===== src/larpix_cfg_pkg.sv =====
package larpix_cfg_pkg;

    localparam int REG_ADDR_W = 8;  // host address bits
    localparam int REG_DATA_W = 8;  // host data bits

    // register map, any other address reads zero
    typedef enum logic [REG_ADDR_W-1:0] {
        REG_CHIP_ID        = 8'h00,
        REG_CSA_ENABLE     = 8'h01,
        REG_CHANNEL_MASK   = 8'h02,
        REG_ADC_HOLD_DELAY = 8'h03,
        REG_RESET_LENGTH   = 8'h04
    } reg_addr_e;

    localparam logic [REG_DATA_W-1:0] DEFAULT_CHIP_ID        = 8'd1;
    localparam logic [REG_DATA_W-1:0] DEFAULT_CSA_ENABLE     = 8'hff;  // all csas live
    localparam logic [REG_DATA_W-1:0] DEFAULT_CHANNEL_MASK   = 8'h00;  // nothing masked
    localparam logic [REG_DATA_W-1:0] DEFAULT_ADC_HOLD_DELAY = 8'd2;
    localparam logic [REG_DATA_W-1:0] DEFAULT_RESET_LENGTH   = 8'd2;

    typedef struct packed {
        logic [REG_DATA_W-1:0] chip_id;         // stamped into every packet
        logic [REG_DATA_W-1:0] csa_enable;      // low keeps csa in reset
        logic [REG_DATA_W-1:0] channel_mask;    // high disables channel
        logic [REG_DATA_W-1:0] adc_hold_delay;  // sample cycles
        logic [REG_DATA_W-1:0] reset_length;    // csa reset cycles
    } cfg_t;

    localparam cfg_t CFG_DEFAULT = '{
        chip_id:        DEFAULT_CHIP_ID,
        csa_enable:     DEFAULT_CSA_ENABLE,
        channel_mask:   DEFAULT_CHANNEL_MASK,
        adc_hold_delay: DEFAULT_ADC_HOLD_DELAY,
        reset_length:   DEFAULT_RESET_LENGTH
    };

endpackage

===== src/config_regmap.sv =====
module config_regmap (
    input  logic                                  clk,
    input  logic                                  arst_n_i,
    input  logic [larpix_cfg_pkg::REG_ADDR_W-1:0] addr_i,
    input  logic [larpix_cfg_pkg::REG_DATA_W-1:0] wdata_i,
    input  logic                                  we_i,
    output logic [larpix_cfg_pkg::REG_DATA_W-1:0] rdata_o,
    output larpix_cfg_pkg::cfg_t                  cfg_o
);
    import larpix_cfg_pkg::*;

    cfg_t                  cfg_q;   // live configuration
    logic [REG_DATA_W-1:0] rd_mux;  // addressed register

    // write side, one register per strobe
    always_ff @(posedge clk or negedge arst_n_i) begin
        if (!arst_n_i) begin
            cfg_q <= CFG_DEFAULT;
        end else if (we_i) begin
            case (addr_i)
                REG_CHIP_ID:        cfg_q.chip_id        <= wdata_i;
                REG_CSA_ENABLE:     cfg_q.csa_enable     <= wdata_i;
                REG_CHANNEL_MASK:   cfg_q.channel_mask   <= wdata_i;
                REG_ADC_HOLD_DELAY: cfg_q.adc_hold_delay <= wdata_i;
                REG_RESET_LENGTH:   cfg_q.reset_length   <= wdata_i;
                default: ;  // unmapped, dropped
            endcase
        end
    end

    always_comb begin
        case (addr_i)
            REG_CHIP_ID:        rd_mux = cfg_q.chip_id;
            REG_CSA_ENABLE:     rd_mux = cfg_q.csa_enable;
            REG_CHANNEL_MASK:   rd_mux = cfg_q.channel_mask;
            REG_ADC_HOLD_DELAY: rd_mux = cfg_q.adc_hold_delay;
            REG_RESET_LENGTH:   rd_mux = cfg_q.reset_length;
            default:            rd_mux = '0;  // unmapped reads zero
        endcase
    end

    // read data one cycle after the address
    always_ff @(posedge clk or negedge arst_n_i) begin
        if (!arst_n_i) begin
            rdata_o <= '0;
        end else begin
            rdata_o <= rd_mux;
        end
    end

    assign cfg_o = cfg_q;

endmodule


===== config.mk =====
export PLATFORM = sky130hd
export DESIGN_NAME = config_regmap
export DESIGN_NICKNAME = d
export VERILOG_FILES = /design/src/larpix_cfg_pkg.sv /design/src/config_regmap.sv
export SDC_FILE = /design/constraint.sdc
export NUM_CORES = 1
export LEC_CHECK = 0
export BUFFER_PORTS_ARGS = -buffer_cell sky130_fd_sc_hd__buf_2
export CORE_MARGIN = 2
export CORE_UTILIZATION = 56
export CTS_BUF_LIST = sky130_fd_sc_hd__clkbuf_4
export DETAILED_ROUTE_END_ITERATION = 10
export GPL_ROUTABILITY_DRIVEN = 0
export PLACE_DENSITY_LB_ADDON = 0.15
export SLEW_MARGIN = 20
export SYNTH_ARGS = -nofsm -noshare
export SYNTH_HDL_FRONTEND = slang
export SYNTH_SLANG_ARGS = --single-unit

===== constraint.sdc =====
create_clock -name clk -period 1.8 [get_ports clk]
set_input_delay 0.09 -clock clk [delete_from_list [all_inputs] [get_ports clk]]
set_output_delay 0.09 -clock clk [all_outputs]
set_load 0.02 [all_outputs]

; ---- Yosys cells after proc, flatten, opt, wreduce, memory -nomap -nowiden
; Index checks and enable logic that the tools add are counted.
; W data, S select, Z words.
[op_classes]
mux = 1
n_reduce_logical = 6
n_eq_ne = 4
[ops]
columns = cell, n
row1 = $pmux W8 S5, 1
row2 = $eq A8 B2 Y1 const B, 2
row3 = $reduce_and A2 Y1, 5
row4 = $eq A8 B1 Y1 const B, 1
row5 = $eq A8 B3 Y1 const B, 1
row6 = $logic_not A8 Y1, 1
[word_totals]
in_bits = 19
regBits = 48

; ---- Longest topological paths before layout
; Gate-level depths: netlist of run 1.
[depth]
depth_word = 2
mapped_depth = 4
ltp_nobuf = 3

; ---- Least setup slack after synthesis of run 1
; No wires, ideal clock.
[synth_timing]
path_kind = input to register
from = input port addr_i[5] in the netlist's numbering
to = register cfg_q, in the netlist cfg_o[10]
t_required_ns = 1.675
arrival_ns = 1.340
n_path_buf = 0
setup_slack_ns = 0.335
stages = 3
cell_sequence = or4_4 -> nor3_4 -> mux2_2
[synth_via]
elab_chain_len = 2
[synth_rtl]
columns = element, line
row1 = "start, declared", config_regmap.sv:4  ; input logic [larpix_cfg_pkg::REG_ADDR_W-1:0] addr_i,
row2 = $eq A8 B2 Y1, config_regmap.sv:20  ; case (addr_i)
row3 = $reduce_and A2 Y1 (no source line), --
row4 = "end, declared", config_regmap.sv:12  ; cfg_t cfg_q;
; No other way between the ends.
; A chain may end at the register's enable or synchronous reset.

; ---- Final worst setup path of run 1
[layout_timing]
from = input port addr_i[5] in the netlist's numbering
to = register rdata_o[3] in the netlist's numbering
[layout_via]
elab_chain_len = 2
[layout_rtl]
columns = element, line
row1 = $eq A8 B3 Y1 (tied with other cells), config_regmap.sv:32  ; case (addr_i)
row2 = $pmux W8 S5 (*), config_regmap.sv:32
row3 = named net rd_mux[3], config_regmap.sv:13  ; logic [REG_DATA_W-1:0] rd_mux;
row4 = "end signal, assigned", config_regmap.sv:47  ; rdata_o <= rd_mux;
row5 = "end, declared", config_regmap.sv:7  ; output logic [larpix_cfg_pkg::REG_DATA_W-1:0] rdata_o,
; Mark *: on every way through the listed nets, which the timed path passes. The rest lies on a longest branch.

==> results.yml, run 1 <==
outcome:
  status: "complete, no violations"
floorplan:
  dieArea_mm2: 0.00426
  ios: 67
  rows: 22
  coreArea_mm2: 0.00363
  die-height_um: 65.3
  initial_core_util_pct: 57.8
  fp.dieW_um: 65.3
sta:
  maxSlewHeadroom_pct: 63.8
  tightest_slew_ps: 543
  slew_viol_final: 0
  setup_tns_ps: 0
  min_period_over_period_pct: 70.9
  period_minus_slack_ps: 1280
  worst_slack_ps: 525
  whs_ps: 27.5
  setup_violations: 0
  final-hold-violation-count: 0
  fmax_mhz: 784
  grt_setup_unrepaired: "false"
  finClkSkew_ps: 8.22
synth:
  synth_area_per_cell_um2: 14.1
  ys_ff_latch: 48
  netlist_instances: 149
  syn-num-nets: 168
  yosysSeqAreaShare_pct: 57.8
  ys_types: 19
  yosys.area.top_type: "dfrtp_1"
  netlist.area_leader.share_pct: 44.1
  synth_area_mm2: 0.00210
  synth_warnings: 0
  synth.area.top_cells: "dfrtp_1, mux2_2, dfstp_2"
place:
  dp_hpwl_um: 3740
  dpl_worst_slack_ps: 163
  port_buffers: 66
layout:
  multi_input_area_um2: 840
  seqCellArea_mm2: 0.00121
  final_common_cell: "buf_2"
  antennaDiodeCount: 0
  syn_to_final_growth_pct: 30.2
  final_layout_size_suffix_gt1_share_pct: 62.8
  nets: 257
  mostFrequentLayoutCells: "buf_2, mux2_2, dfrtp_1, buf_4, dfstp_2"
  num-fill-cells: 258
setup_path:
  max_stage_delay_ps: 480
  reg2reg_slack_ps: 650
  slowest_stage: "nor4_2"
  path_cells: "buf_2 > nor4_2 > buf_4 > nand3_1 > o221ai_1"
  path_max_fanout: 8
  startpoint: "addr_i[5]"
  regToRegEndpoint: "rdata_o[6]"
  timing.rr.start: "cfg_o[14]"
  required_ps: 2070
  cp.arrival_ps: 1550
  critPathCaptureType: "register"
  endpoint: "rdata_o[3]"
  cp-start-kind: "input pin"
  worstRegToRegCells: 3
  critPathKind: "in2reg"
power:
  power_frac_seq_pct: 56.4
  p_leak_nw: 1.43
  switching_share_pct: 25.7
  p_per_area_mw_per_mm2: 755
  combPwrFrac_pct: 13.2
  power.internal_mw: 1.53
  vdd_drop_max_v: 0.000574
  p_clk_share_pct: 30.4
  power_switching_mw: 0.532
min_path:
  min_path_type: "in2reg"
  worst_hold_path.num_cells: 2
cts:
  numCtsBuffers: 5
  cts_max_path_buffers: 2
  htreeDepth: 2
  cts_setup_buffers: 0
  clk_pin_slew_worst_paths_ps: 130
  clock_sink_count: 48
  cts-root-buf: "clkbuf_4"
  clk_latency_ps: 360
  cts_tree: "yes"
grt:
  grt_first_pass_wirelength_um: 8480
  grt_pass1_vias: 1660
  globalRouteOverflowTotal: 0
  antenna_found_initial: 0
  grt_max_degree: 27
  grt.total_usage_pct: 27.1
route:
  drtAntennaViolNets: 0
  avgViaCountPerCell: 5.71
  drt-pass1-iter-count: 4
  routed_wl_um: 5300
  drt_iter0_drc: 100
  vias: 1638
  wl_per_cell_um: 18.5
  drc: 0
flow_run:
  cap_violations: 0
## cell type report
cell class                 count  share of cell area (%)
clock inverter                 3                    1.56
clock buffer                   5                    1.37
inverter                       8                    1.10
multi-input combinational     89                    30.7
sequential                    48                    44.4
tap                           48                    2.20
timing repair buffer          86                    18.7
## per-stage QoR
stage          cell area (um^2)  power, mW  instances  utilization, %
2_1_floorplan              2100       1.31        149               -
3_3_place_gp               2580       1.43        272            71.1
3_5_place_dp               2580       1.44        272            71.1
4_1_cts                    2710       2.08        284            74.4
5_1_grt                    2740       2.17        287            75.3
6_report                   2740       2.07        287            75.3
## cell usage after synthesis
master,number
mux2_2,48
dfrtp_1,37
dfstp_2,11
nand3_1,10
a22oi_1,8
inv_1,8
o221ai_1,8
clkbuf_1,3
nand4_1,3
nor2_1,2
nor2b_1,2
nor3_4,2
buf_2,1
nand2_1,1
nand3b_1,1
nor4_1,1
nor4_2,1
or2_2,1
or4_4,1
## cell families (layout without fill, tap and decap cells)
kind of cell	after synthesis	in the layout	synth area share, %
AND/OR/NAND/NOR	25	25	8.04
AO/OA/AOI/OAI	16	16	6.19
flip-flops	48	48	57.8
buffers and inverters	12	102	2.20
multiplexers	48	48	25.7
## power by group through the flow
stage / clock, mW / sequential [mW] / combinational (mW)
CTS: 0.646 / 1.16 / 0.269
floorplan: 0 / 1.23 / 0.0807
global placement: 0 / 1.18 / 0.253
finish: 0.628 / 1.16 / 0.273
detailed placement: 0 / 1.18 / 0.262
global route: 0.701 / 1.17 / 0.296
## critical path, delay by kind of cell
family                 cells  cell delay [ps]
AO/OA/AOI/OAI              1              320
AND/OR/NAND/NOR            2              790
buffers and inverters      2              360
## metal layers
layer / GRT usage, % / vias up / part of all wire, %
met1: 32.9 / 830 / 40
li1: - / 738 / -
met5: 0 / - / 0
met4: 9.38 / 0 / 2.3
met3: 7.71 / 10 / 4.7
met2: 46.2 / 60 / 53
## registers in the layout, indices dropped and copies added (netlist names)
| name | flops |
|---|---|
| cfg_o | 40 |
| rdata_o | 8 |
## what timing repair did
item                      4_1_cts  5_1_grt
hold endpoints to repair       22       10
hold buffers                    4        3
gates resized for setup         0        0
## how the worst min path moves through the flow
| stage | from | to | slack [ps] |
|---|---|---|---|
| 6_report | wdata_i[3] | cfg_o[11] | 30 |
| 4_1_cts | wdata_i[7] | cfg_o[15] | 1 |
| 2_1_floorplan | arst_n_i | cfg_o[0] | -210 |
| 5_1_grt | wdata_i[3] | cfg_o[11] | 0.4 |
| 3_5_place_dp | arst_n_i | cfg_o[3] | 100 |
| 3_3_place_gp | arst_n_i | rdata_o[3] | 90 |
(Power assumes the default switching activity.)
==> inputs of run 2 (changes only) <==
Settings changed: CORE_UTILIZATION 56 to 52.
Clock period 1.8 ns to 1.3 ns, I/O delays scaled along.
==> results.yml, run 2 (synthesis results as in run 1) <==
setup_path:
  startpoint: "addr_i[5]"
  max_stage_delay_ps: 310
  timing.rr.start: "cfg_o[15]"
  slowest_stage: "nor4_2"
  path_common_cell: "buf_4"
  endpoint: "rdata_o[7]"
  regToRegEndpoint: "rdata_o[7]"
  critPathCaptureType: "register"
  cp_top_family: "simple AND/OR/NAND/NOR gates"
  cp-start-kind: "input pin"
  path_depth: 7
  path_max_fanout: 8
  cp.arrival_ps: 1520
  worst-path-buf-inv: 4
  worstRegToRegCells: 3
  path_cells: "buf_2 > buf_4 > nor4_2 > buf_4 > buf_4 > nand2_1 > o221ai_1"
  reg2reg_slack_ps: 160
  critPathKind: "in2reg"
  required_ps: 1570
floorplan:
  ios: 67
  fp.dieW_um: 67.6
  rows: 23
  initial_core_util_pct: 53.3
  die-height_um: 67.6
  dieArea_mm2: 0.00456
  coreArea_mm2: 0.00394
sta:
  finClkSkew_ps: 8.82
  min_period_over_period_pct: 96.3
  tightest_slew_ps: 475
  final-hold-violation-count: 0
  period_minus_slack_ps: 1250
  maxSlewHeadroom_pct: 68.0
  worst_slack_ps: 48.1
  slew_viol_final: 0
  fmax_mhz: 799
  setup_violations: 0
  grt_setup_unrepaired: "false"
power:
  p_per_area_mw_per_mm2: 1010
  vdd_drop_max_v: 0.000746
  power.total_mw: 2.88
  power.internal_mw: 2.14
  combPwrFrac_pct: 14.0
  p_leak_nw: 1.50
  p_clk_share_pct: 30.1
  power_frac_seq_pct: 55.9
  power_switching_mw: 0.743
  switching_share_pct: 25.7
layout:
  final_layout_size_suffix_gt1_share_pct: 64.8
  final_core_util_pct: 72.2
  nets: 271
  finish.instance_area_mm2: 0.00285
  antennaDiodeCount: 0
  mostFrequentLayoutCells: "buf_2, mux2_2, dfrtp_1, buf_4, dfstp_2"
  final_common_cell: "buf_2"
  stdcell_count: 303
  syn_to_final_growth_pct: 35.4
  num-fill-cells: 272
  largest_register_ffs: 40
min_path:
  worst_hold_path.num_cells: 2
  min_path_type: "in2reg"
place:
  dpl_worst_slack_ps: -271
  dp.cells: 287
  dp_hpwl_um: 3990
  placed_cell_area_mm2: 0.00269
  port_buffers: 66
route:
  drt_iter0_drc: 113
  drtAntennaViolNets: 0
  drc: 0
  avgViaCountPerCell: 5.64
  routed_wl_um: 5550
  vias: 1710
  drt-pass1-iter-count: 4
  wl_per_cell_um: 18.3
cts:
  clk_latency_ps: 360
  clock_sink_count: 48
  clk_pin_slew_worst_paths_ps: 130
  numCtsBuffers: 5
  htreeDepth: 2
  cts_max_path_buffers: 2
  cts_tree: "yes"
  cts-root-buf: "clkbuf_4"
  ctsResizeCount: 0
grt:
  grt.total_usage_pct: 25.9
  grt_max_degree: 49
  grt_first_pass_wirelength_um: 8470
  grt_pass1_vias: 1727
  globalRouteOverflowTotal: 0
  antenna_found_initial: 0
outcome:
  status: "complete, no violations"
flow_run:
  cap_violations: 0
-- run 2: what timing repair did --
item                                   4_1_cts  5_1_grt
endpoints found under the hold margin       81        0
setup buffers                                0        0
hold buffers                                 8        0
-- run 2: cell type report --
cell class	instances	area [um^2]	share of cell area [%]
flip-flops and latches	48	1210	42.7
multi-input cells	89	840	29.5
inverters	8	30.0	1.06
clock buffers	5	37.5	1.32
clock inverters	3	42.5	1.50
well taps	50	62.6	2.20
repair buffers	100	618	21.7
-- run 2: metal layers --
metal / up-vias / routed length, um / global-route usage [%]
met5: - / 0 / 0
met2: 73 / 2940 / 45.7
met1: 853 / 2140 / 30.3
met4: 0 / 112 / 11.2
met3: 12 / 349 / 5.17
li1: 772 / - / -
-- run 2: power by group through the flow --
stage	registers [mW]	logic [mW]	clock network, mW
2_1_floorplan	1.71	0.112	0
3_3_place_gp	1.63	0.377	0
3_5_place_dp	1.64	0.386	0
4_1_cts	1.61	0.406	0.886
5_1_grt	1.62	0.436	0.952
6_report	1.61	0.404	0.868
-- run 2: worst min path at each step --
stage	startpoint	endpoint	slack [ps]
after CTS	wdata_i[5]	cfg_o[21]	0.6
after global placement	arst_n_i	cfg_o[4]	60
after global routing	wdata_i[5]	cfg_o[13]	9
final	wdata_i[5]	cfg_o[37]	8
after detailed placement	arst_n_i	cfg_o[5]	60
after floorplan	arst_n_i	cfg_o[0]	-230
-- run 2: through the flow --
stage | hold slack, ps | TNS [ps]
3_3_place_gp | 61.5 | -8550
3_5_place_dp | 64.5 | -10310
5_1_grt | 9.04 | 0
4_1_cts | 0.574 | 0
2_1_floorplan | -231 | -1460
6_report | 7.71 | 0
