==> config.mk <==
export PLATFORM = sky130hd
export DESIGN_NAME = shared_fifo_flat
export DESIGN_NICKNAME = d
export VERILOG_FILES = /design/src/larpix_pkt_pkg.sv /design/src/fifo_wr_if.sv /design/src/shared_fifo.sv /design/src/flat_wrapper.sv
export SDC_FILE = /design/constraint.sdc
export NUM_CORES = 1
export LEC_CHECK = 0
export ABC_AREA = 1
export BUFFER_PORTS_ARGS = -buffer_cell sky130_fd_sc_hd__clkbuf_2
export CAP_MARGIN = 20
export CORE_ASPECT_RATIO = 0.9
export CORE_UTILIZATION = 50
export CTS_BUF_LIST = sky130_fd_sc_hd__clkbuf_4 sky130_fd_sc_hd__clkbuf_8
export CTS_CLUSTER_SIZE = 28
export DETAILED_ROUTE_END_ITERATION = 8
export PLACE_DENSITY = 0.65
export SETUP_SLACK_MARGIN = 0.15
export SLEW_MARGIN = 20
export SYNTH_ARGS = -nofsm -noshare
export SYNTH_HDL_FRONTEND = slang
export SYNTH_SLANG_ARGS = --single-unit
==> constraint.sdc <==
create_clock -name clk -period 5 [get_ports clk]
set_input_delay 0.75 -clock clk [delete_from_list [all_inputs] [get_ports clk]]
set_output_delay 0.75 -clock clk [all_outputs]
set_load 0.01 [all_outputs]
==> src/larpix_pkt_pkg.sv <==
package larpix_pkt_pkg;

    localparam int ADC_BITS  = 10;  // adc word
    localparam int CHAN_ID_W = 6;   // channel id field
    localparam int TS_W      = 32;  // timestamp field
    localparam int PKT_W     = 64;  // full packet

    // data packet, msb first
    typedef struct packed {
        logic                 parity;      // odd over the other 63 bits
        logic [6:0]           reserved;    // always zero
        logic [7:0]           chip_id;
        logic [CHAN_ID_W-1:0] channel_id;
        logic [TS_W-1:0]      timestamp;   // latched at hit acceptance
        logic [ADC_BITS-1:0]  adc;
    } packet_t;

    // parity bit that makes the whole word odd
    function automatic logic odd_parity(input logic [PKT_W-2:0] bits);
        return ~^bits;
    endfunction

    typedef enum logic [2:0] {
        IDLE,
        HOLD,     // sample high
        CONVERT,  // waiting on adc done
        STORE,    // one cycle write to local fifo
        RESET     // csa reset high
    } chan_state_e;

endpackage

==> src/fifo_wr_if.sv <==
interface fifo_wr_if;
    import larpix_pkt_pkg::*;

    logic    wr;    // write strobe, one word per high cycle
    packet_t data;  // word to store
    logic    full;  // no room, wr must stay low
    logic    half;  // at least half full

    modport router (output wr, output data, input full, input half);
    modport fifo   (input wr, input data, output full, output half);

endinterface

==> src/shared_fifo.sv <==
module shared_fifo #(
    parameter int FIFO_DEPTH = 16
) (
    input  logic                    clk,
    input  logic                    arst_n_i,
    fifo_wr_if.fifo                 wr,
    input  logic                    rd_i,
    output larpix_pkt_pkg::packet_t data_o,
    output logic                    valid_o
);
    import larpix_pkt_pkg::*;

    localparam int PTR_W = $clog2(FIFO_DEPTH);
    localparam int CNT_W = $clog2(FIFO_DEPTH + 1);

    packet_t          mem [FIFO_DEPTH];
    logic [PTR_W-1:0] wr_ptr_q;
    logic [PTR_W-1:0] rd_ptr_q;
    logic [CNT_W-1:0] count_q;  // words held
    logic             do_rd;    // pop, ignored when empty

    assign valid_o = (count_q != '0);
    assign data_o  = mem[rd_ptr_q];  // fall-through head
    assign do_rd   = rd_i && valid_o;
    assign wr.full = (count_q == CNT_W'(FIFO_DEPTH));
    assign wr.half = (count_q >= CNT_W'(FIFO_DEPTH / 2));

    always_ff @(posedge clk) begin
        if (wr.wr) begin
            mem[wr_ptr_q] <= wr.data;
        end
    end

    always_ff @(posedge clk or negedge arst_n_i) begin
        if (!arst_n_i) begin
            wr_ptr_q <= '0;
            rd_ptr_q <= '0;
            count_q  <= '0;
        end else begin
            if (wr.wr) begin
                wr_ptr_q <= (wr_ptr_q == PTR_W'(FIFO_DEPTH - 1)) ? '0 : wr_ptr_q + 1'b1;
            end
            if (do_rd) begin
                rd_ptr_q <= (rd_ptr_q == PTR_W'(FIFO_DEPTH - 1)) ? '0 : rd_ptr_q + 1'b1;
            end
            case ({wr.wr, do_rd})
                2'b10:   count_q <= count_q + 1'b1;
                2'b01:   count_q <= count_q - 1'b1;
                default: count_q <= count_q;
            endcase
        end
    end

    // host pops only a valid head
    a_no_empty_read: assert property (@(posedge clk) disable iff (!arst_n_i)
        rd_i |-> valid_o);

    // router must hold off while full
    a_no_full_write: assert property (@(posedge clk) disable iff (!arst_n_i)
        wr.wr |-> !wr.full);

endmodule

==> src/flat_wrapper.sv <==
// flat-port wrapper written by rule: the top's interface ports become plain ports
module shared_fifo_flat import larpix_pkt_pkg::*;
#(
    parameter int FIFO_DEPTH = 16
)
  (clk, arst_n_i, rd_i, data_o, valid_o, wr_wr, wr_data, wr_full, wr_half);
  fifo_wr_if wr_i ();
  input  logic clk;
  input  logic arst_n_i;
  input  logic rd_i;
  output larpix_pkt_pkg::packet_t data_o;
  output logic valid_o;
  input wire logic [$bits(wr_i.wr)-1:0] wr_wr;
  input wire logic [$bits(wr_i.data)-1:0] wr_data;
  output wire logic [$bits(wr_i.full)-1:0] wr_full;
  output wire logic [$bits(wr_i.half)-1:0] wr_half;
  assign wr_i.wr = wr_wr;
  assign wr_i.data = wr_data;
  assign wr_full = wr_i.full;
  assign wr_half = wr_i.half;
  shared_fifo #(.FIFO_DEPTH(FIFO_DEPTH)) u_core (.clk(clk), .arst_n_i(arst_n_i), .wr(wr_i), .rd_i(rd_i), .data_o(data_o), .valid_o(valid_o));
endmodule
# Word-level counts from Yosys, hierarchy flattened
# Memory sizes are Yosys's and may differ from the RTL's.
# Cells that the tools add are included.
dict set report classes {
  add_sub_neg 4
  order_cmp 1
  eq_ne 5
  mux 5
  reduce_logical 3
}
# operator count
set op_table {}
lappend op_table {{5-bit one-hot mux with 2 select lines} 1}
lappend op_table {{4-bit by 1-bit adder with 4-bit output (second input constant)} 2}
lappend op_table {{4-bit equality test (second input constant)} 2}
lappend op_table {{4-bit 2-to-1 mux} 2}
lappend op_table {{5-bit by 1-bit adder with 5-bit output (second input constant)} 1}
lappend op_table {{5-bit equality test (second input constant)} 1}
lappend op_table {{5-bit by 4-bit greater-or-equal comparator with 1-bit output (second input constant)} 1}
lappend op_table {{5-bit nonzero test} 1}
lappend op_table {{5-bit by 1-bit subtractor with 5-bit output (second input constant)} 1}
lappend op_table {{2-bit by 1-bit equality test with 1-bit output (second input constant)} 1}
lappend op_table {{2-bit equality test (second input constant)} 1}
lappend op_table {{1-bit 2-to-1 mux} 2}
lappend op_table {{2-bit nonzero test} 1}
lappend op_table {{1-bit logical AND} 1}
dict set report word_totals {
  regBits 13
  mem_bits_rw 1024
  inputBits 68
  output_inout_bits 67
  wordCells 22
  memories 1
}
# memory words word_bits read_ports rd_clocked_by_memory_dff wr line_no
set memory_table {}
lappend memory_table {u_core.mem 16 64 1 0 1 shared_fifo.sv:16} ;# packet_t mem [FIFO_DEPTH];

# Longest topological paths before layout
# Gate-level depths: netlist (run 1).
dict set report depth {
  depth_word 4
  ltp_mapped 16
  mapped_depth_nobuf 16
}

# Worst setup path after synthesis (run 1)
# OpenSTA, ideal clock, no wires.
dict set report synth_path {
  kind {input-to-reg}
  start {in wr_wr}
  end {mem u_core.mem[12][0] in the netlist's numbering, enable pin}
  setup_time_ns 0.486
  t_arrival_ns 3.847
  t_required_ns 4.514
  setup_slack_ns 0.667
  path_stages 3
  n_path_buf 1
  cell_sequence {clkbuf_1 nand2_1 nor2_1}
}
dict set report synth_via {
  elab_chain_cells 2
}
# element line_no
set synth_rtl {}
lappend synth_rtl {{start: declaration} flat_wrapper.sv:13} ;# input wire logic [$bits(wr_i.wr)-1:0] wr_wr;
lappend synth_rtl {{1-bit 2-to-1 mux} shared_fifo.sv:29} ;# if (wr.wr) begin
lappend synth_rtl {{1-bit 2-to-1 mux (not written as such)} shared_fifo.sv:30} ;# mem[wr_ptr_q] <= wr.data;
lappend synth_rtl {{end: declaration} shared_fifo.sv:16}
# Every way passes these cells.

==> results of run 1 <==
worst paths after layout:
check	depth (start not counted)	slack [ps]	startpoint	end
setup / recovery	7	490	u_core.rd_ptr_q[0]	data_o[55]
hold / removal	1	320	wr_data[35]	u_core.mem[9][35]
setup reg to reg	5	2240	u_core.wr_ptr_q[0]	u_core.mem[8][12]
hold reg to reg	2	530	u_core.count_q[4]	u_core.count_q[4]
max in group asynchronous	2	4230	arst_n_i	u_core.rd_ptr_q[3]
min in group asynchronous	2	400	arst_n_i	u_core.count_q[3]
state kept, by name, summed over array words and instances (netlist names):
register         cells
u_core.count_q       5
u_core.mem        1024
u_core.rd_ptr_q      4
u_core.wr_ptr_q      4
per-layer routing:
layer / GRT usage, % / vias to the layer above / share of wire, %
met1: 33.33 / 12860 / 42
met2: 40.77 / 1007 / 48
met5: 0 / - / 0.022
met3: 4.398 / 187 / 7.1
li1: - / 11950 / -
met4: 8.333 / 4 / 2.4
final cells by class:
type	count	area [um^2]
multi-input combinational	1943	8860
sequential	1037	31090
tap	1060	1326
inverter	69	280.3
fill	6524	35210
antenna	2	5.005
timing repair buffer	197	1329
clock inverter	61	416.7
clock buffer	226	2748
cell families after synthesis:
kind of cell | after synthesis | share of synthesized area [%]
compound gates | 662 | 8.849
simple gates | 1269 | 12.03
flops | 1037 | 75.58
xor+xnor | 3 | 0.06392
fa+ha+maj | 9 | 0.2739
buf+inv | 266 | 3.201
power by group through the flow:
| stage | combinational (mW) | sequential [mW] | clock [mW] |
|---|---|---|---|
| 3_5_place_dp | 8.62 | 10.8 | 0 |
| 5_1_grt | 9.50 | 10.7 | 7.49 |
| 3_3_place_gp | 8.45 | 10.8 | 0 |
| 2_1_floorplan | 5.83 | 10.7 | 0 |
| 6_report | 8.59 | 10.6 | 6.99 |
| 4_1_cts | 8.65 | 10.6 | 7.10 |
stage by stage:
stage	instance area [um^2]	setup slack (ps)	util, %	instances
after floorplan	41120	667.0	-	3246
final	46050	489.4	56.67	4595
after global routing	46050	332.1	56.67	4595
after global placement	42840	1441	52.73	4304
after CTS	46050	496.5	56.67	4593
after detailed placement	42870	1390	52.76	4305
timing repair:
action / 4_1_cts / 5_1_grt
resized for setup: 0 / 0
hold endpoints to repair: 13 / 0
hold buffers: 1 / 0
setup endpoints to repair: 0 / 0
synthesized netlist by cell type (2+ instances only):
cell	instances
sky130_fd_sc_hd__a21oi_1	269
sky130_fd_sc_hd__buf_1	16
sky130_fd_sc_hd__buf_2	85
sky130_fd_sc_hd__buf_4	21
sky130_fd_sc_hd__buf_6	14
sky130_fd_sc_hd__buf_8	2
sky130_fd_sc_hd__clkbuf_1	59
sky130_fd_sc_hd__dfrtp_1	13
sky130_fd_sc_hd__edfxtp_1	1024
sky130_fd_sc_hd__ha_1	9
sky130_fd_sc_hd__inv_1	67
sky130_fd_sc_hd__nand2_1	776
sky130_fd_sc_hd__nand3_1	140
sky130_fd_sc_hd__nand4_1	2
sky130_fd_sc_hd__nor2_1	350
sky130_fd_sc_hd__o211ai_1	128
sky130_fd_sc_hd__o21ai_0	198
sky130_fd_sc_hd__o21ai_1	65
sky130_fd_sc_hd__xor2_1	2
worst max-delay path, stage by stage (launching register included):
cell and delay (ps):
sky130_fd_sc_hd__dfrtp_4 840, sky130_fd_sc_hd__clkinv_8 630, sky130_fd_sc_hd__buf_12 510, sky130_fd_sc_hd__o21ai_0 230, sky130_fd_sc_hd__o211ai_1 130, sky130_fd_sc_hd__nand2_1 100
sky130_fd_sc_hd__nand2_1 100, sky130_fd_sc_hd__clkbuf_2 150
==> qor.log, run 1 <==
INFO  synth          synth_area_leaders=sky130_fd_sc_hd__edfxtp_1 75%, sky130_fd_sc_hd__nand2_1 7.1%, sky130_fd_sc_hd__a21oi_1 3.3%
INFO  cells_and_area layout-drive-gt1-share=13.50%
INFO  min_path       min_path_type=in2reg
INFO  global_routing first_global_vias=25,310
INFO  synth          synth_area=41,120um^2
INFO  clocking       cts_tree=yes
INFO  global_routing grt_pass1_wl=154,200um
INFO  power          share_comb_of_total_power=32.8%
INFO  global_routing track_usage=24.70%
INFO  timing         worst_slew_pin_slew=1035ps
INFO  power          power_frac_clock=26.7%
INFO  run_status     outcome=complete, no violations
INFO  floorplanning  core_area=81,260um^2
INFO  timing         finalSetupTns=0ps
INFO  synth          synth_flop_cell=sky130_fd_sc_hd__edfxtp_1
INFO  floorplanning  num_io_pins=135
INFO  detailed_routing final_wl=102,600um
INFO  setup_path     cp_data_required_time=4250ps
INFO  clocking       cts-buffers-inserted=162
INFO  timing         fmax=221.7MHz
INFO  timing         worst_clock_skew=29.31ps
INFO  detailed_routing dr.first_iter.drc_count=2,620
INFO  clocking       cts-root-to-sink-buffers=3
INFO  synth          ys_ff_latch=1,037
INFO  floorplanning  die_w=304.3um
INFO  run            cap_viol_max_count=0
INFO  synth          yosysWarningCount=0
INFO  synth          synth-seq-area-share=75.58%
INFO  clocking       post_cts_buffers=0
INFO  clocking       ctsRootBufferMaster=sky130_fd_sc_hd__clkbuf_8
INFO  setup_path     arrival=3760ps
INFO  floorplanning  fp.dieArea=83,380um^2
INFO  timing         slew_headroom=31.02%
INFO  setup_path     timing.critical_path.to_type=output pin
INFO  cells_and_area layout.cells.most_common=sky130_fd_sc_hd__edfxtp_1
INFO  power          power=26.22mW
INFO  detailed_routing wl_per_cell=22.33um
INFO  detailed_routing vias=26,010
INFO  placed_design  detailedPlacementHpwl=51,590um
INFO  global_routing gr-total-overflow=0
INFO  clocking       clk_pin_slew=60ps
INFO  power          seq_power_share=40.6%
INFO  setup_path     crit_type=reg2out
INFO  synth          synth.distinct_cells=25
INFO  timing         grt_setup_unrepaired=false
INFO  floorplanning  start_util=50.60%
INFO  detailed_routing vias_per_cell=5.661
INFO  synth          synth_top_area_share=74.79%
INFO  synth          syn-num-nets=3,323
INFO  detailed_routing drcViolationCount=0
INFO  cells_and_area final_cell_mix=1,024 x sky130_fd_sc_hd__edfxtp_1, 775 x sky130_fd_sc_hd__nand2_1, 333 x sky130_fd_sc_hd__nor2_1, 269 x sky130_fd_sc_hd__a21oi_1, 198 x sky130_fd_sc_hd__o21ai_0
INFO  timing         hold_viol=0
INFO  placed_design  numPortBuffers=134
INFO  timing         final_period_minus_worst_setup_slack=4511ps
INFO  cells_and_area finalNetCount=3,487
INFO  synth          asyncSetResetFlopFracSynth=1.254%
INFO  synth          synthesis.area_per_instance=12.67um^2
INFO  timing         final_max_slew_viol_count=0
INFO  timing         setup_viol_count_final=0
INFO  power          netSwitchingPower=9.738mW
INFO  cells_and_area area_growth=12.00%
INFO  clocking       htreeDepth=4
INFO  floorplanning  die_h=274.0um
INFO  setup_path     critical_path.startpoint_type=register
INFO  power          vdd.ir_drop.worst=0.0005419V
INFO  clocking       clk_latency=840ps
INFO  global_routing grt_max_degree=202
INFO  timing         timing.hold.ws=315.9ps
INFO  clocking       cts.sink_count=1,037
INFO  timing         timing.final.crit_share=90.21%
INFO  placed_design  routabilityCongestion=0.7883
INFO  power          switching_fraction=37.14%
INFO  synth          syn-instance-count=3,246
INFO  power          p_leak=16.18nW
INFO  floorplanning  placementRows=99
INFO  power          cell_internal_pwr=16.48mW
INFO  power          p_per_area=569.3nW/um^2
INFO  detailed_routing ant_nets=0
INFO  synth          netlist.top_cell.by_area=sky130_fd_sc_hd__edfxtp_1
INFO  setup_path     largest_fanout_of_any_net_on_the_critical_path=171
INFO  detailed_routing count_of_tritonroute_iterations_in_the_first_routing_pass=6
INFO  global_routing number_of_antenna_violations_at_the_first_check_in_global_routing=5
INFO  synth          synth_edf_count=1,024
(Power assumes the default switching activity.)
==> inputs of run 2 (changes only) <==
--- a/config.mk
+++ b/config.mk
@@ -13,7 +13,7 @@
 export CTS_BUF_LIST = sky130_fd_sc_hd__clkbuf_4 sky130_fd_sc_hd__clkbuf_8
 export CTS_CLUSTER_SIZE = 28
 export DETAILED_ROUTE_END_ITERATION = 8
-export PLACE_DENSITY = 0.65
+export PLACE_DENSITY = 0.66
 export SETUP_SLACK_MARGIN = 0.15
 export SLEW_MARGIN = 20
 export SYNTH_ARGS = -nofsm -noshare
==> run 2 against run 1 <==
Critical endpoint is now data_o[53]. Register-to-register slack improved by 90 ps. Routed wire length fell by 1.1%. Non-clock buffer count fell by 14. Largest cell class unchanged.
==> qor.log, run 2 (synthesis results as in run 1) <==
INFO  power          power_frac_clock=26.2% [-0.5 points]
INFO  timing         grt_setup_unrepaired=false
INFO  setup_path     worst-path-buf-inv=3 [unchanged]
INFO  cells_and_area layout-drive-gt1-share=12.85% [-0.65 points]
INFO  detailed_routing wl_per_cell=22.15um [-0.77%]
INFO  clocking       htreeDepth=4 [unchanged]
INFO  setup_path     startpoint=u_core.rd_ptr_q[1]
INFO  global_routing grt_pass1_wl=151,600um [-1.7%]
INFO  setup_path     critical_path.startpoint_type=register
INFO  timing         hold_viol=0 [unchanged]
INFO  min_path       worst_hold_startpoint=wr_data[3]
INFO  setup_path     crit_path_top_delay_cell=sky130_fd_sc_hd__dfrtp_4
INFO  detailed_routing vias_per_cell=5.623 [-0.67%]
INFO  timing         worst_clock_skew=51.06ps [+21.76 ps]
INFO  cells_and_area layout.cells.most_common=sky130_fd_sc_hd__edfxtp_1
INFO  floorplanning  placementRows=99 [unchanged]
INFO  power          seq_power_share=40.6% [about the same]
INFO  global_routing gr-total-overflow=0 [unchanged]
INFO  timing         finalSetupTns=0ps [unchanged]
INFO  setup_path     largest_fanout_of_any_net_on_the_critical_path=45 [-74%]
INFO  timing         final_period_minus_worst_setup_slack=4242ps [-269.0 ps]
INFO  detailed_routing final_wl=101,500um [-1.1%]
INFO  global_routing number_of_antenna_violations_at_the_first_check_in_global_routing=9 [+4]
INFO  cells_and_area area_growth=11.67%
INFO  placed_design  routabilityCongestion=0.7442 [-5.6%]
INFO  floorplanning  die_w=304.3um [unchanged]
INFO  global_routing first_global_vias=24,690 [-2.5%]
INFO  floorplanning  start_util=50.60% [unchanged]
INFO  power          vdd.ir_drop.worst=0.0006268V [+16%]
INFO  setup_path     crit_type=reg2out
INFO  timing         slew_headroom=25.04% [-6.0 points]
INFO  cells_and_area finalNetCount=3,472 [-0.43%]
INFO  timing         final_max_slew_viol_count=0 [unchanged]
INFO  detailed_routing vias=25,760 [-0.97%]
INFO  setup_path     cp_data_required_time=4250ps [about the same]
INFO  clocking       cts-buffers-inserted=161 [-0.62%]
INFO  cells_and_area max_flop_register=u_core.mem
INFO  timing         timing.final.crit_share=84.83% [-5.4 points]
INFO  clocking       clk_latency=840ps [about the same]
INFO  setup_path     critical-path-top-cell-by-count=sky130_fd_sc_hd__nand2_1
INFO  placed_design  numPortBuffers=134 [unchanged]
INFO  global_routing track_usage=24.34% [-0.36 points]
INFO  floorplanning  num_io_pins=135 [unchanged]
INFO  timing         setup_viol_count_final=0 [unchanged]
INFO  timing         worst_slew_pin_slew=1122ps [+87.02 ps]
INFO  detailed_routing ant_nets=0 [unchanged]
INFO  run            cap_viol_max_count=0 [unchanged]
INFO  setup_path     cpPeakStageDelay=880ps [+40 ps]
INFO  detailed_routing drcViolationCount=0 [unchanged]
INFO  placed_design  detailedPlacementHpwl=48,200um [-6.6%]
INFO  setup_path     critical-path-top-delay-family=buffers and inverters
INFO  floorplanning  fp.dieArea=83,380um^2 [unchanged]
INFO  power          netSwitchingPower=9.818mW [+0.82%]
INFO  clocking       post_cts_resized=0 [unchanged]
INFO  clocking       cts-root-to-sink-buffers=3 [unchanged]
INFO  floorplanning  core_area=81,260um^2 [unchanged]
INFO  power          switching_fraction=37.66% [+0.51 points]
INFO  detailed_routing count_of_tritonroute_iterations_in_the_first_routing_pass=6 [unchanged]
INFO  setup_path     timing.critical_path.to_type=output pin
INFO  cells_and_area reg.largest.list=u_core.mem x1024, u_core.count_q x5
INFO  setup_path     worstReg2RegStart=u_core.wr_ptr_q[0]
INFO  timing         fmax=235.8MHz [+6.3%]
INFO  min_path       min_path_type=in2reg
INFO  power          p_per_area=567.9nW/um^2 [-0.26%]
INFO  setup_path     cp_cell_sequence=nand2_4 -> inv_2 -> buf_4 -> nand3_1 -> nand2_1 -> nor2_1 -> nand2_1 -> nand2_1 -> clkbuf_2
INFO  cells_and_area finalInstanceArea=45,910um^2 [-0.30%]
INFO  setup_path     arrival=3490ps [-270 ps]
INFO  cells_and_area final_cell_mix=1,024 x sky130_fd_sc_hd__edfxtp_1, 775 x sky130_fd_sc_hd__nand2_1, 333 x sky130_fd_sc_hd__nor2_1, 269 x sky130_fd_sc_hd__a21oi_1, 198 x sky130_fd_sc_hd__o21ai_0
INFO  placed_design  placement.cell_area=42,820um^2 [-0.13%]
INFO  floorplanning  die_h=274.0um [unchanged]
INFO  run_status     outcome=complete, no violations
INFO  clocking       cts.sink_count=1,037 [unchanged]
INFO  power          cell_internal_pwr=16.26mW [-1.4%]
INFO  clocking       clk_pin_slew=60ps [about the same]
INFO  clocking       cts_tree=yes
INFO  power          share_comb_of_total_power=33.2% [+0.4 points]
INFO  detailed_routing dr.first_iter.drc_count=2,803 [+7.0%]
INFO  clocking       ctsRootBufferMaster=sky130_fd_sc_hd__clkbuf_8
INFO  cells_and_area largest_register_ffs=1,024 [unchanged]
INFO  global_routing grt_max_degree=214 [+5.9%]
INFO  power          p_leak=16.07nW [-0.68%]
run 2: cell types whose count changed in the layout (fill, tap and decap cells not counted), moves of 3 or more:
cell	before	now
sky130_fd_sc_hd__buf_12	13	18
sky130_fd_sc_hd__buf_4	48	30
sky130_fd_sc_hd__clkbuf_4	58	53
sky130_fd_sc_hd__clkbuf_8	168	162
sky130_fd_sc_hd__clkinv_1	32	41
sky130_fd_sc_hd__inv_12	0	3
run 2: through the flow:
| step | worst slack (ps) | hold slack [ps] | cells | total power, mW | util, % |
|---|---|---|---|---|---|
| 2_1_floorplan | 667.0 | 454.4 | 3246 | 16.49 | - |
| 3_3_place_gp | 1635 | 506.6 | 4291 | 19.33 | 52.69 |
| 3_5_place_dp | 1605 | 514.7 | 4291 | 19.44 | 52.69 |
| 4_1_cts | 672.3 | 243.1 | 4577 | 26.23 | 56.49 |
| 5_1_grt | 579.9 | 294.1 | 4579 | 27.55 | 56.50 |
| 6_report | 758.4 | 307.4 | 4581 | 26.07 | 56.50 |
run 2: worst reg2reg max path, delay by kind of cell, from the launching register on:
| family | cells | cell delay [ps] |
|---|---|---|
| adders and majority gates | 1 | 160 |
| buffers and inverters | 2 | 620 |
| DFF | 1 | 410 |
| and+or+nand+nor | 2 | 1140 |
run 2: per-layer routing:
| metal | routed length [um] | global-route usage, % | up-vias |
|---|---|---|---|
| met5 | 72 | 0 | - |
| met4 | 2497 | 7.948 | 10 |
| met3 | 7764 | 4.985 | 196 |
| met2 | 47060 | 38.62 | 955 |
| met1 | 44090 | 33.90 | 12680 |
| li1 | - | - | 11920 |
run 2: final cells by class:
type | count | area, um^2
timing repair buffer | 183 | 1266
clock inverter | 70 | 450.4
tap | 1060 | 1326
sequential | 1037 | 31090
clock buffer | 215 | 2628
inverter | 69 | 287.8
fill | 6571 | 35340
multi-input combinational | 1943 | 8860
antenna | 4 | 10.01
run 2: final timing paths:
kind	end	slack (ps)	depth (start not counted)
min reg2reg	u_core.count_q[3]	530	2
min in group asynchronous	u_core.count_q[2]	360	2
max reg2reg	u_core.mem[6][61]	2330	5
max	data_o[53]	760	9
max in group asynchronous	u_core.rd_ptr_q[1]	4330	2
min	u_core.mem[4][3]	310	1
run 2: power groups by stage:
| stage | combinational (mW) | clock (mW) | sequential (mW) |
|---|---|---|---|
| after floorplan | 5.83 | 0 | 10.7 |
| after global placement | 8.60 | 0 | 10.7 |
| after detailed placement | 8.69 | 0 | 10.7 |
| after CTS | 8.72 | 6.94 | 10.6 |
| after global routing | 9.62 | 7.31 | 10.6 |
| final | 8.67 | 6.83 | 10.6 |
run 2: repair_timing:
action | in CTS | in global routing
hold buffers | 1 | 0
setup buffers | 0 | 0
setup endpoints to repair | 0 | 0
endpoints found under the hold margin | 13 | 0
